===== config.mk =====
export PLATFORM = sky130hd
export DESIGN_NAME = sp_main_top
export DESIGN_NICKNAME = d
export VERILOG_FILES = /design/src/common/sp_cfg_pkg.sv /design/src/common/sp_ctrl_pkg.sv /design/src/beam_sum/beam_fifo.sv /design/src/beam_sum/beam_sum.sv /design/src/pad_join/pad_join.sv /design/src/verilog/nan_check.sv /design/src/verilog/sp_main_top.sv /design/src/verilog/sp_seq_ctrl.sv
export SDC_FILE = /design/constraint.sdc
export NUM_CORES = 1
export LEC_CHECK = 0
export ABC_AREA = 1
export BUFFER_PORTS_ARGS = -buffer_cell sky130_fd_sc_hd__buf_2
export CAP_MARGIN = 20
export CORE_ASPECT_RATIO = 0.75
export CORE_MARGIN = 1
export CORE_UTILIZATION = 50
export DETAILED_ROUTE_END_ITERATION = 12
export PLACE_DENSITY_LB_ADDON = 0.25
export SYNTH_ARGS = -nofsm -noshare
export SYNTH_HDL_FRONTEND = slang
export SYNTH_HIERARCHICAL = 1
export SYNTH_SLANG_ARGS = --single-unit
export TNS_END_PERCENT = 5

===== constraint.sdc =====
create_clock -name i_clk156m -period 8.2 [get_ports i_clk156m]
set_input_delay 1.64 -clock i_clk156m [delete_from_list [all_inputs] [get_ports i_clk156m]]
set_output_delay 1.64 -clock i_clk156m [all_outputs]
set_load 0.03 [all_outputs]

===== src/common/sp_cfg_pkg.sv =====
// Data widths, word types and default sizes for the beam path.
// Data words are treated as 32-bit integers for the beam sum and wrap on overflow.
// The exponent and mantissa widths describe IEEE single precision and are used for the NaN check.

`default_nettype none

package sp_cfg_pkg;

	// ------------------------------------------------------------
	// widths
	// ------------------------------------------------------------
	localparam int SP_DATA_W = 32;		// ram data word
	localparam int SP_ADDR_W = 32;		// input ram read address
	localparam int SP_EXP_W  = 8;		// float exponent field
	localparam int SP_MAN_W  = 23;		// float mantissa field

	typedef logic [SP_DATA_W-1:0] sp_word_t;	// one ram word
	typedef logic [SP_ADDR_W-1:0] sp_addr_t;	// one read address

	// ------------------------------------------------------------
	// default sizes, overridden from the top level
	// ------------------------------------------------------------
	localparam logic [3:0]  CALC_NUM_DEF   = 4'd2;		// passes per frame
	localparam logic [9:0]  BEAM_NUM_DEF   = 10'd3;		// beams per pass
	localparam logic [10:0] STAVE_NUM_DEF  = 11'd4;		// staves summed per beam
	localparam logic [7:0]  PAD_SIZE_DEF   = 8'd2;		// pad words after a pass
	localparam int          FIFO_DEPTH_DEF = 4;			// beam fifo entries

endpackage

`default_nettype wire


===== src/common/sp_ctrl_pkg.sv =====
// FSM states and fixed output words of the frame control.
// The end code is all ones, so it looks like a NaN and is skipped by the output NaN check.

`default_nettype none

package sp_ctrl_pkg;

	// frame sequencer
	typedef enum logic [1:0] {
		SEQ_IDLE,		// waiting for start
		SEQ_CALC,		// pass start cycle
		SEQ_JOIN		// pass running, wait for writer
	} seq_state_e;

	// beam summer
	typedef enum logic [1:0] {
		BS_IDLE,		// no pass
		BS_READ,		// issuing reads, accumulating
		BS_PUSH			// sum ready, wait for fifo room
	} bsum_state_e;

	// output word kind of the writer
	typedef enum logic [1:0] {
		JN_DATA,		// beam words from fifo
		JN_PAD,			// padding words
		JN_END			// end code word
	} join_state_e;

	localparam logic [31:0] SP_END_CODE = 32'hffff_ffff;	// frame end marker
	localparam logic [31:0] SP_PAD_WORD = 32'h0000_0000;	// padding word

endpackage

`default_nettype wire


===== src/beam_sum/beam_fifo.sv =====
// Register FIFO between beam summer and writer, first word falls through.
// The producer must not push when full, the consumer must not pop when empty.

`default_nettype none

module beam_fifo import sp_cfg_pkg::*; #(
	parameter int FIFO_DEPTH = FIFO_DEPTH_DEF		// entries, at least 2
) (
	input  logic		i_clk156m,		// system clock
	input  logic		i_rst_n,		// async reset, active low
	input  logic		i_push,			// write enable
	input  sp_word_t	i_push_data,	// write data
	input  logic		i_pop,			// read enable
	output sp_word_t	o_pop_data,		// head word
	output logic		o_full,			// no room
	output logic		o_empty			// no data
);

	localparam int AW = $clog2(FIFO_DEPTH);			// pointer width
	localparam int CW = $clog2(FIFO_DEPTH + 1);		// count width

	sp_word_t		r_mem [FIFO_DEPTH];		// storage
	logic [AW-1:0]	r_wr_ptr;				// next write slot
	logic [AW-1:0]	r_rd_ptr;				// head slot
	logic [CW-1:0]	r_count;				// words held

	function automatic logic [AW-1:0] f_next(input logic [AW-1:0] i_ptr);
		return (i_ptr == AW'(FIFO_DEPTH - 1)) ? '0 : i_ptr + 1'b1;	// wrap for any depth
	endfunction

	assign o_pop_data = r_mem[r_rd_ptr];		// fall through
	assign o_full     = (r_count == CW'(FIFO_DEPTH));
	assign o_empty    = (r_count == '0);

	always_ff @(posedge i_clk156m) begin
		if (i_push) begin
			r_mem[r_wr_ptr] <= i_push_data;
		end
	end

	always_ff @(posedge i_clk156m or negedge i_rst_n) begin
		if (!i_rst_n) begin
			r_wr_ptr <= '0;
			r_rd_ptr <= '0;
			r_count  <= '0;
		end else begin
			if (i_push) begin
				r_wr_ptr <= f_next(r_wr_ptr);
			end
			if (i_pop) begin
				r_rd_ptr <= f_next(r_rd_ptr);
			end
			case ({i_push, i_pop})
				2'b10:   r_count <= r_count + 1'b1;
				2'b01:   r_count <= r_count - 1'b1;
				default: r_count <= r_count;		// none or both
			endcase
		end
	end

	a_no_push_full: assert property (@(posedge i_clk156m) disable iff (!i_rst_n)
		o_full |-> !i_push);
	a_no_pop_empty: assert property (@(posedge i_clk156m) disable iff (!i_rst_n)
		o_empty |-> !i_pop);

endmodule

`default_nettype wire


===== src/beam_sum/beam_sum.sv =====
// Beam summer. Reads STAVE_NUM words per beam and adds them, wrapping at 32 bits.
// All reads of one beam finish before the next beam starts, so at most
// STAVE_NUM reads are outstanding. Read data must return in order.

`default_nettype none

module beam_sum import sp_cfg_pkg::*; import sp_ctrl_pkg::*; #(
	parameter logic [3:0]  CALC_NUM  = CALC_NUM_DEF,		// passes per frame
	parameter logic [9:0]  BEAM_NUM  = BEAM_NUM_DEF,		// beams per pass
	parameter logic [10:0] STAVE_NUM = STAVE_NUM_DEF		// staves per beam
) (
	input  logic		i_clk156m,			// system clock
	input  logic		i_rst_n,			// async reset, active low
	input  logic		i_calc_start,		// pass start pulse
	input  sp_word_t	i_iram_rd_data,		// read data
	input  logic		i_iram_rd_valid,	// read data valid
	input  logic		i_full,				// fifo full
	output sp_addr_t	o_iram_rd_addr,		// read address
	output logic		o_iram_rd_en,		// read enable
	output logic		o_push,				// fifo push
	output sp_word_t	o_push_data,		// beam sum
	output logic		o_pass_done			// last beam of pass pushed
);

	bsum_state_e	r_state;		// summer state
	logic [3:0]		r_pass_cnt;		// pass within frame
	logic [9:0]		r_beam_cnt;		// beam within pass
	logic [10:0]	r_iss_cnt;		// reads issued for this beam
	logic [10:0]	r_rcv_cnt;		// reads returned for this beam
	sp_word_t		r_acc;			// running beam sum
	logic			w_last_beam;	// final beam of the pass

	// (pass * BEAM_NUM + beam) * STAVE_NUM + stave
	assign o_iram_rd_addr = (sp_addr_t'(r_pass_cnt) * sp_addr_t'(BEAM_NUM)
						  + sp_addr_t'(r_beam_cnt)) * sp_addr_t'(STAVE_NUM)
						  + sp_addr_t'(r_iss_cnt);
	assign o_iram_rd_en   = (r_state == BS_READ) && (r_iss_cnt != STAVE_NUM);
	assign o_push         = (r_state == BS_PUSH) && !i_full;	// hold sum while full
	assign o_push_data    = r_acc;
	assign w_last_beam    = (r_beam_cnt == BEAM_NUM - 10'd1);

	// accumulator, restarts at each beam
	always_ff @(posedge i_clk156m) begin
		if (i_calc_start || o_push) begin
			r_acc <= '0;
		end else if (i_iram_rd_valid) begin
			r_acc <= r_acc + i_iram_rd_data;		// integer add, wraps
		end
	end

	always_ff @(posedge i_clk156m or negedge i_rst_n) begin
		if (!i_rst_n) begin
			r_state     <= BS_IDLE;
			r_pass_cnt  <= 4'd0;
			r_beam_cnt  <= 10'd0;
			r_iss_cnt   <= 11'd0;
			r_rcv_cnt   <= 11'd0;
			o_pass_done <= 1'b0;
		end else begin
			o_pass_done <= 1'b0;
			case (r_state)
				BS_IDLE: begin
					if (i_calc_start) begin
						r_state    <= BS_READ;		// first read next cycle
						r_beam_cnt <= 10'd0;
						r_iss_cnt  <= 11'd0;
						r_rcv_cnt  <= 11'd0;
					end
				end
				BS_READ: begin
					if (o_iram_rd_en) begin
						r_iss_cnt <= r_iss_cnt + 11'd1;
					end
					if (i_iram_rd_valid) begin
						r_rcv_cnt <= r_rcv_cnt + 11'd1;
						if (r_rcv_cnt == STAVE_NUM - 11'd1) begin
							r_state <= BS_PUSH;		// beam complete
						end
					end
				end
				BS_PUSH: begin
					if (!i_full) begin
						r_iss_cnt <= 11'd0;
						r_rcv_cnt <= 11'd0;
						if (w_last_beam) begin
							r_state     <= BS_IDLE;
							o_pass_done <= 1'b1;
							// wraps to 0, so the next frame starts at pass 0
							r_pass_cnt  <= (r_pass_cnt == CALC_NUM - 4'd1) ? 4'd0
										 : r_pass_cnt + 4'd1;
						end else begin
							r_state    <= BS_READ;
							r_beam_cnt <= r_beam_cnt + 10'd1;
						end
					end
				end
				default: r_state <= BS_IDLE;
			endcase
		end
	end

	// ram only returns data for reads that were issued
	a_no_stray_valid: assert property (@(posedge i_clk156m) disable iff (!i_rst_n)
		i_iram_rd_valid |-> (r_state == BS_READ) && (r_iss_cnt != r_rcv_cnt));

endmodule

`default_nettype wire


===== src/pad_join/pad_join.sv =====
// Output writer. Writes the beam words of a pass, then PAD_SIZE pad words,
// then the end code on the last pass. o_join_end comes with the final write.
// With PAD_SIZE of 0 on a middle pass, o_join_end pulses without a write.

`default_nettype none

module pad_join import sp_cfg_pkg::*; import sp_ctrl_pkg::*; #(
	parameter logic [9:0] BEAM_NUM = BEAM_NUM_DEF,		// beams per pass
	parameter logic [7:0] PAD_SIZE = PAD_SIZE_DEF		// pad words per pass
) (
	input  logic		i_clk156m,			// system clock
	input  logic		i_rst_n,			// async reset, active low
	input  logic		i_pass_done,		// summer pushed last beam
	input  logic		i_last_pass,		// final pass of frame
	input  logic		i_empty,			// fifo empty
	input  sp_word_t	i_pop_data,			// fifo head word
	output logic		o_pop,				// fifo pop
	output sp_word_t	o_oram_wr_data,		// output ram data
	output logic		o_oram_wr_valid,	// output ram write
	output logic		o_join_end			// pass written
);

	join_state_e	r_state;		// current word kind
	logic [9:0]		r_beam_cnt;		// beam words written this pass
	logic [7:0]		r_pad_cnt;		// pad words written
	logic			r_done;			// pass done seen
	logic			w_pass_ready;	// all beams out, start tail

	assign o_pop        = (r_state == JN_DATA) && !i_empty;		// pop whenever data
	assign w_pass_ready = (r_state == JN_DATA) && r_done && i_empty
						&& (r_beam_cnt == BEAM_NUM);

	// write data, qualified by o_oram_wr_valid
	always_ff @(posedge i_clk156m) begin
		if (o_pop) begin
			o_oram_wr_data <= i_pop_data;
		end else if (r_state == JN_END) begin
			o_oram_wr_data <= SP_END_CODE;
		end else begin
			o_oram_wr_data <= SP_PAD_WORD;
		end
	end

	always_ff @(posedge i_clk156m or negedge i_rst_n) begin
		if (!i_rst_n) begin
			r_state         <= JN_DATA;
			r_beam_cnt      <= 10'd0;
			r_pad_cnt       <= 8'd0;
			r_done          <= 1'b0;
			o_oram_wr_valid <= 1'b0;
			o_join_end      <= 1'b0;
		end else begin
			o_oram_wr_valid <= o_pop || (r_state != JN_DATA);	// pad and end always write
			o_join_end      <= 1'b0;
			case (r_state)
				JN_DATA: begin
					if (i_pass_done) begin
						r_done <= 1'b1;
					end
					if (o_pop) begin
						r_beam_cnt <= r_beam_cnt + 10'd1;
					end
					if (w_pass_ready) begin
						r_done     <= 1'b0;
						r_beam_cnt <= 10'd0;
						r_pad_cnt  <= 8'd0;
						if (PAD_SIZE != 8'd0) begin
							r_state <= JN_PAD;
						end else if (i_last_pass) begin
							r_state <= JN_END;
						end else begin
							o_join_end <= 1'b1;		// nothing to append
						end
					end
				end
				JN_PAD: begin
					r_pad_cnt <= r_pad_cnt + 8'd1;
					if (r_pad_cnt == PAD_SIZE - 8'd1) begin
						if (i_last_pass) begin
							r_state <= JN_END;
						end else begin
							r_state    <= JN_DATA;
							o_join_end <= 1'b1;	// with last pad word
						end
					end
				end
				JN_END: begin
					r_state    <= JN_DATA;
					o_join_end <= 1'b1;			// with end code
				end
				default: r_state <= JN_DATA;
			endcase
		end
	end

	// summer finishes a pass only while the writer is still taking beam words
	a_pass_done_in_data: assert property (@(posedge i_clk156m) disable iff (!i_rst_n)
		i_pass_done |-> (r_state == JN_DATA) && !r_done);

endmodule

`default_nettype wire


===== src/verilog/nan_check.sv =====
// Sticky NaN flags on input read data and output write data.
// The end code on the output is a frame marker and is not checked.

`default_nettype none

module nan_check import sp_cfg_pkg::*; import sp_ctrl_pkg::*; (
	input  logic		i_clk156m,		// system clock
	input  logic		i_rst_n,		// async reset, active low
	input  logic		i_clr,			// clear both flags
	input  sp_word_t	i_in_data,		// input ram read data
	input  logic		i_in_valid,		// input data valid
	input  sp_word_t	i_out_data,		// output ram write data
	input  logic		i_out_valid,	// output data valid
	output logic [1:0]	o_nan_err		// [0] input nan, [1] output nan
);

	logic	w_in_nan;		// nan on input this cycle
	logic	w_out_nan;		// nan on output this cycle

	// exponent all ones, mantissa nonzero
	function automatic logic f_is_nan(input sp_word_t i_word);
		return (&i_word[SP_DATA_W-2 -: SP_EXP_W]) && (|i_word[SP_MAN_W-1:0]);
	endfunction

	assign w_in_nan  = i_in_valid && f_is_nan(i_in_data);
	assign w_out_nan = i_out_valid && f_is_nan(i_out_data) && (i_out_data != SP_END_CODE);

	always_ff @(posedge i_clk156m or negedge i_rst_n) begin
		if (!i_rst_n) begin
			o_nan_err <= 2'b00;
		end else if (i_clr) begin
			o_nan_err <= 2'b00;							// new frame
		end else begin
			o_nan_err <= o_nan_err | {w_out_nan, w_in_nan};	// sticky
		end
	end

endmodule

`default_nettype wire


===== src/verilog/sp_main_top.sv =====
// Sonar beam processing top. One start pulse runs CALC_NUM passes of one frame.
// Input RAM reads may have any latency but must return in order.
// The output RAM is assumed never to stall.

`default_nettype none

module sp_main_top import sp_cfg_pkg::*; #(
	parameter logic [3:0]  CALC_NUM   = CALC_NUM_DEF,		// passes per frame
	parameter logic [9:0]  BEAM_NUM   = BEAM_NUM_DEF,		// beams per pass
	parameter logic [10:0] STAVE_NUM  = STAVE_NUM_DEF,		// staves per beam
	parameter logic [7:0]  PAD_SIZE   = PAD_SIZE_DEF,		// pad words per pass
	parameter int          FIFO_DEPTH = FIFO_DEPTH_DEF		// beam fifo depth
) (
	input  logic		i_clk156m,			// system clock
	input  logic		i_rst_n,			// async reset, active low
	input  logic		i_sp_start,			// frame start pulse
	input  sp_word_t	i_iram_rd_data,		// input ram read data
	input  logic		i_iram_rd_valid,	// input ram read data valid
	output sp_addr_t	o_iram_rd_addr,		// input ram read address
	output logic		o_iram_rd_en,		// input ram read enable
	output sp_word_t	o_oram_wr_data,		// output ram write data
	output logic		o_oram_wr_valid,	// output ram write valid
	output logic		o_sp_end,			// frame end pulse
	output logic [1:0]	o_nan_err			// sticky nan flags, [0] in, [1] out
);

	logic		w_calc_start;	// seq => beam_sum
	logic		w_last_pass;	// seq => pad_join
	logic		w_join_end;		// pad_join => seq
	logic		w_push;			// beam_sum => fifo
	sp_word_t	w_push_data;	// beam_sum => fifo
	logic		w_full;			// fifo => beam_sum
	logic		w_empty;		// fifo => pad_join
	logic		w_pop;			// pad_join => fifo
	sp_word_t	w_pop_data;		// fifo => pad_join
	logic		w_pass_done;	// beam_sum => pad_join

	// ------------------------------------------------------------
	// frame control
	// ------------------------------------------------------------
	sp_seq_ctrl #(
		.CALC_NUM		(CALC_NUM)
	) u_seq_ctrl (
		.i_clk156m		(i_clk156m),
		.i_rst_n		(i_rst_n),
		.i_sp_start		(i_sp_start),
		.i_join_end		(w_join_end),
		.o_calc_start	(w_calc_start),
		.o_last_pass	(w_last_pass),
		.o_sp_end		(o_sp_end)
	);

	// ------------------------------------------------------------
	// beam path: summer -> fifo -> writer
	// ------------------------------------------------------------
	beam_sum #(
		.CALC_NUM		(CALC_NUM),
		.BEAM_NUM		(BEAM_NUM),
		.STAVE_NUM		(STAVE_NUM)
	) u_beam_sum (
		.i_clk156m			(i_clk156m),
		.i_rst_n			(i_rst_n),
		.i_calc_start		(w_calc_start),
		.i_iram_rd_data		(i_iram_rd_data),
		.i_iram_rd_valid	(i_iram_rd_valid),
		.i_full				(w_full),
		.o_iram_rd_addr		(o_iram_rd_addr),
		.o_iram_rd_en		(o_iram_rd_en),
		.o_push				(w_push),
		.o_push_data		(w_push_data),
		.o_pass_done		(w_pass_done)
	);

	beam_fifo #(
		.FIFO_DEPTH		(FIFO_DEPTH)
	) u_beam_fifo (
		.i_clk156m		(i_clk156m),
		.i_rst_n		(i_rst_n),
		.i_push			(w_push),
		.i_push_data	(w_push_data),
		.i_pop			(w_pop),
		.o_pop_data		(w_pop_data),
		.o_full			(w_full),
		.o_empty		(w_empty)
	);

	pad_join #(
		.BEAM_NUM		(BEAM_NUM),
		.PAD_SIZE		(PAD_SIZE)
	) u_pad_join (
		.i_clk156m			(i_clk156m),
		.i_rst_n			(i_rst_n),
		.i_pass_done		(w_pass_done),
		.i_last_pass		(w_last_pass),
		.i_empty			(w_empty),
		.i_pop_data			(w_pop_data),
		.o_pop				(w_pop),
		.o_oram_wr_data		(o_oram_wr_data),
		.o_oram_wr_valid	(o_oram_wr_valid),
		.o_join_end			(w_join_end)
	);

	// nan flags, cleared at each frame start
	nan_check u_nan_check (
		.i_clk156m		(i_clk156m),
		.i_rst_n		(i_rst_n),
		.i_clr			(i_sp_start),
		.i_in_data		(i_iram_rd_data),
		.i_in_valid		(i_iram_rd_valid),
		.i_out_data		(o_oram_wr_data),
		.i_out_valid	(o_oram_wr_valid),
		.o_nan_err		(o_nan_err)
	);

endmodule

`default_nettype wire


===== src/verilog/sp_seq_ctrl.sv =====
// Frame sequencer. Runs CALC_NUM passes per start pulse, start is ignored while busy.
// Each pass begins one cycle after the writer's join end pulse.

`default_nettype none

module sp_seq_ctrl import sp_cfg_pkg::*; import sp_ctrl_pkg::*; #(
	parameter logic [3:0] CALC_NUM = CALC_NUM_DEF		// passes per frame
) (
	input  logic	i_clk156m,		// system clock
	input  logic	i_rst_n,		// async reset, active low
	input  logic	i_sp_start,		// frame start pulse
	input  logic	i_join_end,		// writer finished a pass
	output logic	o_calc_start,	// pass start pulse
	output logic	o_last_pass,	// high during final pass
	output logic	o_sp_end		// frame end pulse
);

	seq_state_e	r_state;		// sequencer state
	logic [3:0]	r_pass_cnt;		// current pass, 0 based
	logic		w_final;		// current pass is the last one

	assign w_final      = (r_pass_cnt == CALC_NUM - 4'd1);
	assign o_calc_start = (r_state == SEQ_CALC);			// one cycle per pass
	assign o_last_pass  = (r_state != SEQ_IDLE) && w_final;

	always_ff @(posedge i_clk156m or negedge i_rst_n) begin
		if (!i_rst_n) begin
			r_state    <= SEQ_IDLE;
			r_pass_cnt <= 4'd0;
			o_sp_end   <= 1'b0;
		end else begin
			o_sp_end <= 1'b0;							// pulse default
			case (r_state)
				SEQ_IDLE: begin
					if (i_sp_start) begin
						r_state    <= SEQ_CALC;
						r_pass_cnt <= 4'd0;				// new frame
					end
				end
				SEQ_CALC: r_state <= SEQ_JOIN;			// start issued, pass runs
				SEQ_JOIN: begin
					if (i_join_end) begin
						if (w_final) begin
							r_state  <= SEQ_IDLE;
							o_sp_end <= 1'b1;			// one cycle after end code
						end else begin
							r_state    <= SEQ_CALC;
							r_pass_cnt <= r_pass_cnt + 4'd1;
						end
					end
				end
				default: r_state <= SEQ_IDLE;
			endcase
		end
	end

	// the writer only ends a pass while the sequencer waits for it
	a_join_end_in_join: assert property (@(posedge i_clk156m) disable iff (!i_rst_n)
		i_join_end |-> (r_state == SEQ_JOIN));

endmodule

`default_nettype wire

==> results.ini <==
[status]
status = finished clean

[timing]
slew_violations = 0
slew_headroom_pct = 42.6
period_needed_ns = 5.55
rsz0062_at_grt = false
worst_pin_slew_ns = 0.860
finalCritPeriodShare_pct = 67.7
setup-tns-final_ns = 0
timing.fmax_ghz = 0.180
hold_viol_final = 0
setup_viol = 0
fin_skew_ns = 0.0137
fin_ws_ns = 2.65

[cells_and_area]
drive_above_1_share_pct = 8.31
layout_common_cells = nand2_1 (596), inv_1 (300), nor2_1 (187), edfxtp_1 (128), nand3_1 (101)
n_antenna_cell = 0
final_common_cell = nand2_1
final_area_mm2 = 0.0170
nNetsFinal = 2128
syn_to_final_growth_pct = 10.5

[clocking]
cts_setup_buffers = 0
clkSinkCount = 270
cts.path.max_buffers = 3
holdBufCountCts = 0
cts.reportedPaths.clkPinSlew_ns = 0.07
cts_tree = built
clk_latency_ns = 0.55
htree_levels = 1
root_buffer = clkbuf_16
cts_resized = 0
cts_made_buffers = 27

[yosys]
syn_inst = 1931
synthMuxAreaShare_pct = 0
ys_warn_count = 6
ys_types = 52
synth_edf_count = 128
synth_fa_ha_area_share_pct = 6.85
synth_top_area_share_pct = 25.0
avgSynthCellArea_um2 = 7.96
synth_xor_area_share_pct = 2.79
yosysTopAreaCell = edfxtp_1
netlist_area_mm2 = 0.0154
yosys.area_share.simple_pct = 25.9
seq_area_frac_synth_pct = 46.0
synth_area_leaders = edfxtp_1 (25%), nand2_1 (15%), dfrtp_1 (13%)
synth-async-reset-ratio_pct = 28.9
ys_ff_latch = 270
synth_top_family_by_area = simple AND/OR/NAND/NOR gates
synth-compound-area-share_pct = 7.82
synth_ff_type = edfxtp_1

[detailed_routing]
drt_iter0_drc = 908
firstDrtPassIters = 6
routedWlPerCell_um = 14.3
wl_mm = 34.7
drt-vias-per-instance = 5.02
ant_nets = 0
drcViolationCount = 0
num_vias = 12200

[pwr]
ir_drop_uv = 163
p_total_uw = 5860
p_leak_uw = 0.00852
powerDensity_mw_per_mm2 = 345

[min_path]
hold_path_depth = 2
min_from = u_beam_sum/r_rcv_cnt[7]
hold_path.class = reg2reg
hold_end = u_beam_sum/r_rcv_cnt[7]

[worst_setup_path]
critPathArrivalTime_ns = 3.91
reg2reg_slack_ns = 5.70
crit_path_end_kind = primary output
reg2reg_depth = 12
r2r_start = u_pad_join/r_state[0]
crit_type = reg2out
setup.worst_path.start_class = flip-flop
cp_max_fo = 5
cp.required_ns = 6.56
reg2reg_to = u_beam_fifo/r_count[2]

[floorplan]
rows = 55
ios = 105
die_area_mm2 = 0.0315
core_mm2 = 0.0302
die_x_um = 204
die_y_um = 154
start_util_pct = 50.9

[placement]
hpwl_mm = 25.2
dpl_cell_area_mm2 = 0.0160
place_ws_ns = 3.19
place.gp.congestion = 0.891
io_buffers = 86

[grt]
grt_max_degree = 130
grt_pass1_vias = 11100
antenna_found_initial = 0
grt-ovfl-total = 0
track_usage_pct = 22.4
grt_pass1_wl_mm = 56.5

[flow_run]
maxCapViolCount = 0

==> flip-flops by register name (all words and copies together), names as in the netlist <==
| signal | count |
|---|---|
| u_beam_sum/o_pass_done | 1 |
| u_beam_sum/r_iss_cnt | 11 |
| u_nan_check/o_nan_err | 2 |
| u_seq_ctrl/r_state | 2 |
| u_beam_sum/r_pass_cnt | 4 |
| u_seq_ctrl/r_pass_cnt | 4 |
| u_pad_join/o_oram_wr_data | 32 |
| u_beam_fifo/r_count | 3 |
| u_pad_join/o_oram_wr_valid | 1 |
| u_beam_sum/r_rcv_cnt | 11 |
| u_beam_sum/o_push_data | 32 |
| u_pad_join/o_join_end | 1 |
| u_pad_join/r_state | 2 |
| u_beam_fifo/r_rd_ptr | 2 |
| u_beam_sum/r_beam_cnt | 10 |
| u_beam_sum/r_state | 2 |
| u_pad_join/r_beam_cnt | 10 |
| u_pad_join/r_pad_cnt | 8 |
| u_beam_fifo/r_mem | 128 |
| u_beam_fifo/r_wr_ptr | 2 |
| u_pad_join/r_done | 1 |
| u_seq_ctrl/o_sp_end | 1 |
==> logic make-up after synthesis <==
group	after synthesis
AND/OR/NAND/NOR	961
buffers and inverters	377
flip-flops	270
AO/OA/AOI/OAI	193
adder cells (fa/ha/maj)	80
XOR/XNOR	49
other	1
==> synth_stat cells (7+ instances only) <==
cell,n
nor3_1,23
dfrtp_1,78
edfxtp_1,128
clkbuf_1,8
nand2_1,596
o211ai_1,68
xnor2_1,8
xor2_1,41
buf_6,15
buf_4,21
nand3_1,101
ha_1,73
nand4_1,19
dfxtp_1,64
a21oi_1,48
nor4_1,7
o22ai_1,7
inv_2,8
inv_1,304
fa_1,7
o21ai_0,42
nor2_1,187
buf_2,16
o21ai_1,8
==> area by class of cell <==
class / instances / area, µm²
multi-input combinational: 1301 / 6730
clock inverter: 13 / 191
fill: 2820 / 13200
sequential: 270 / 7080
timing repair buffer: 98 / 563
clock buffer: 37 / 743
tap: 399 / 499
inverter: 314 / 1180
==> worst max-delay path by stage <==
stage                                        start            endpoint  slack, ns  cells past startpoint
after floorplan           u_beam_sum/r_pass_cnt[0]  o_iram_rd_addr[13]       3.12                     14
after global placement    u_beam_sum/r_pass_cnt[2]  o_iram_rd_addr[11]       3.18                     15
after detailed placement  u_beam_sum/r_pass_cnt[2]  o_iram_rd_addr[11]       3.19                     15
after CTS                 u_beam_sum/r_pass_cnt[2]  o_iram_rd_addr[11]       2.58                     15
after global routing      u_beam_sum/r_pass_cnt[2]  o_iram_rd_addr[13]       2.36                     15
final                     u_beam_sum/r_pass_cnt[2]  o_iram_rd_addr[11]       2.65                     15
==> critical path, cell delays in order, from the launching register on <==
cell and delay, ns:
dfrtp_1 0.44, fa_1 0.50, ha_1 0.38, a21o_1 0.22, nand3_1 0.07, nand2_1 0.05, a21oi_1 0.28, nor2_1 0.09
xor2_1 0.22, ha_1 0.30, nand2_1 0.10, a21oi_1 0.05, a211oi_1 0.19, nand3_1 0.13, xor2_1 0.16, buf_2 0.21
==> metal layers <==
metal  vias up  global-route usage (%)  share of wire, %
met5         -                       0                 0
met2       282                    32.5                40
met4         0                    3.77               1.1
met3        33                    2.61               6.4
li1       6297                       -                 -
met1      5601                    35.8                53
==> per-stage QoR <==
stage	util, %	hold WS (ns)	std cells
floorplan	-	0.452	1948
finish	56.2	0.498	2432
detailed placement	53.0	0.484	2381
CTS	56.1	0.500	2431
global route	56.2	0.526	2432
global placement	52.9	0.469	2380
==> where the power goes <==
part,leakage (µW),switching [µW],internal [µW],total [µW]
clock network,0.000455,518,767,1290
registers,0.00275,326,1790,2110
logic,0.00532,1680,785,2460
total,0.00852,2520,3340,5860
Note: power is estimated with default switching activity, not from simulation.
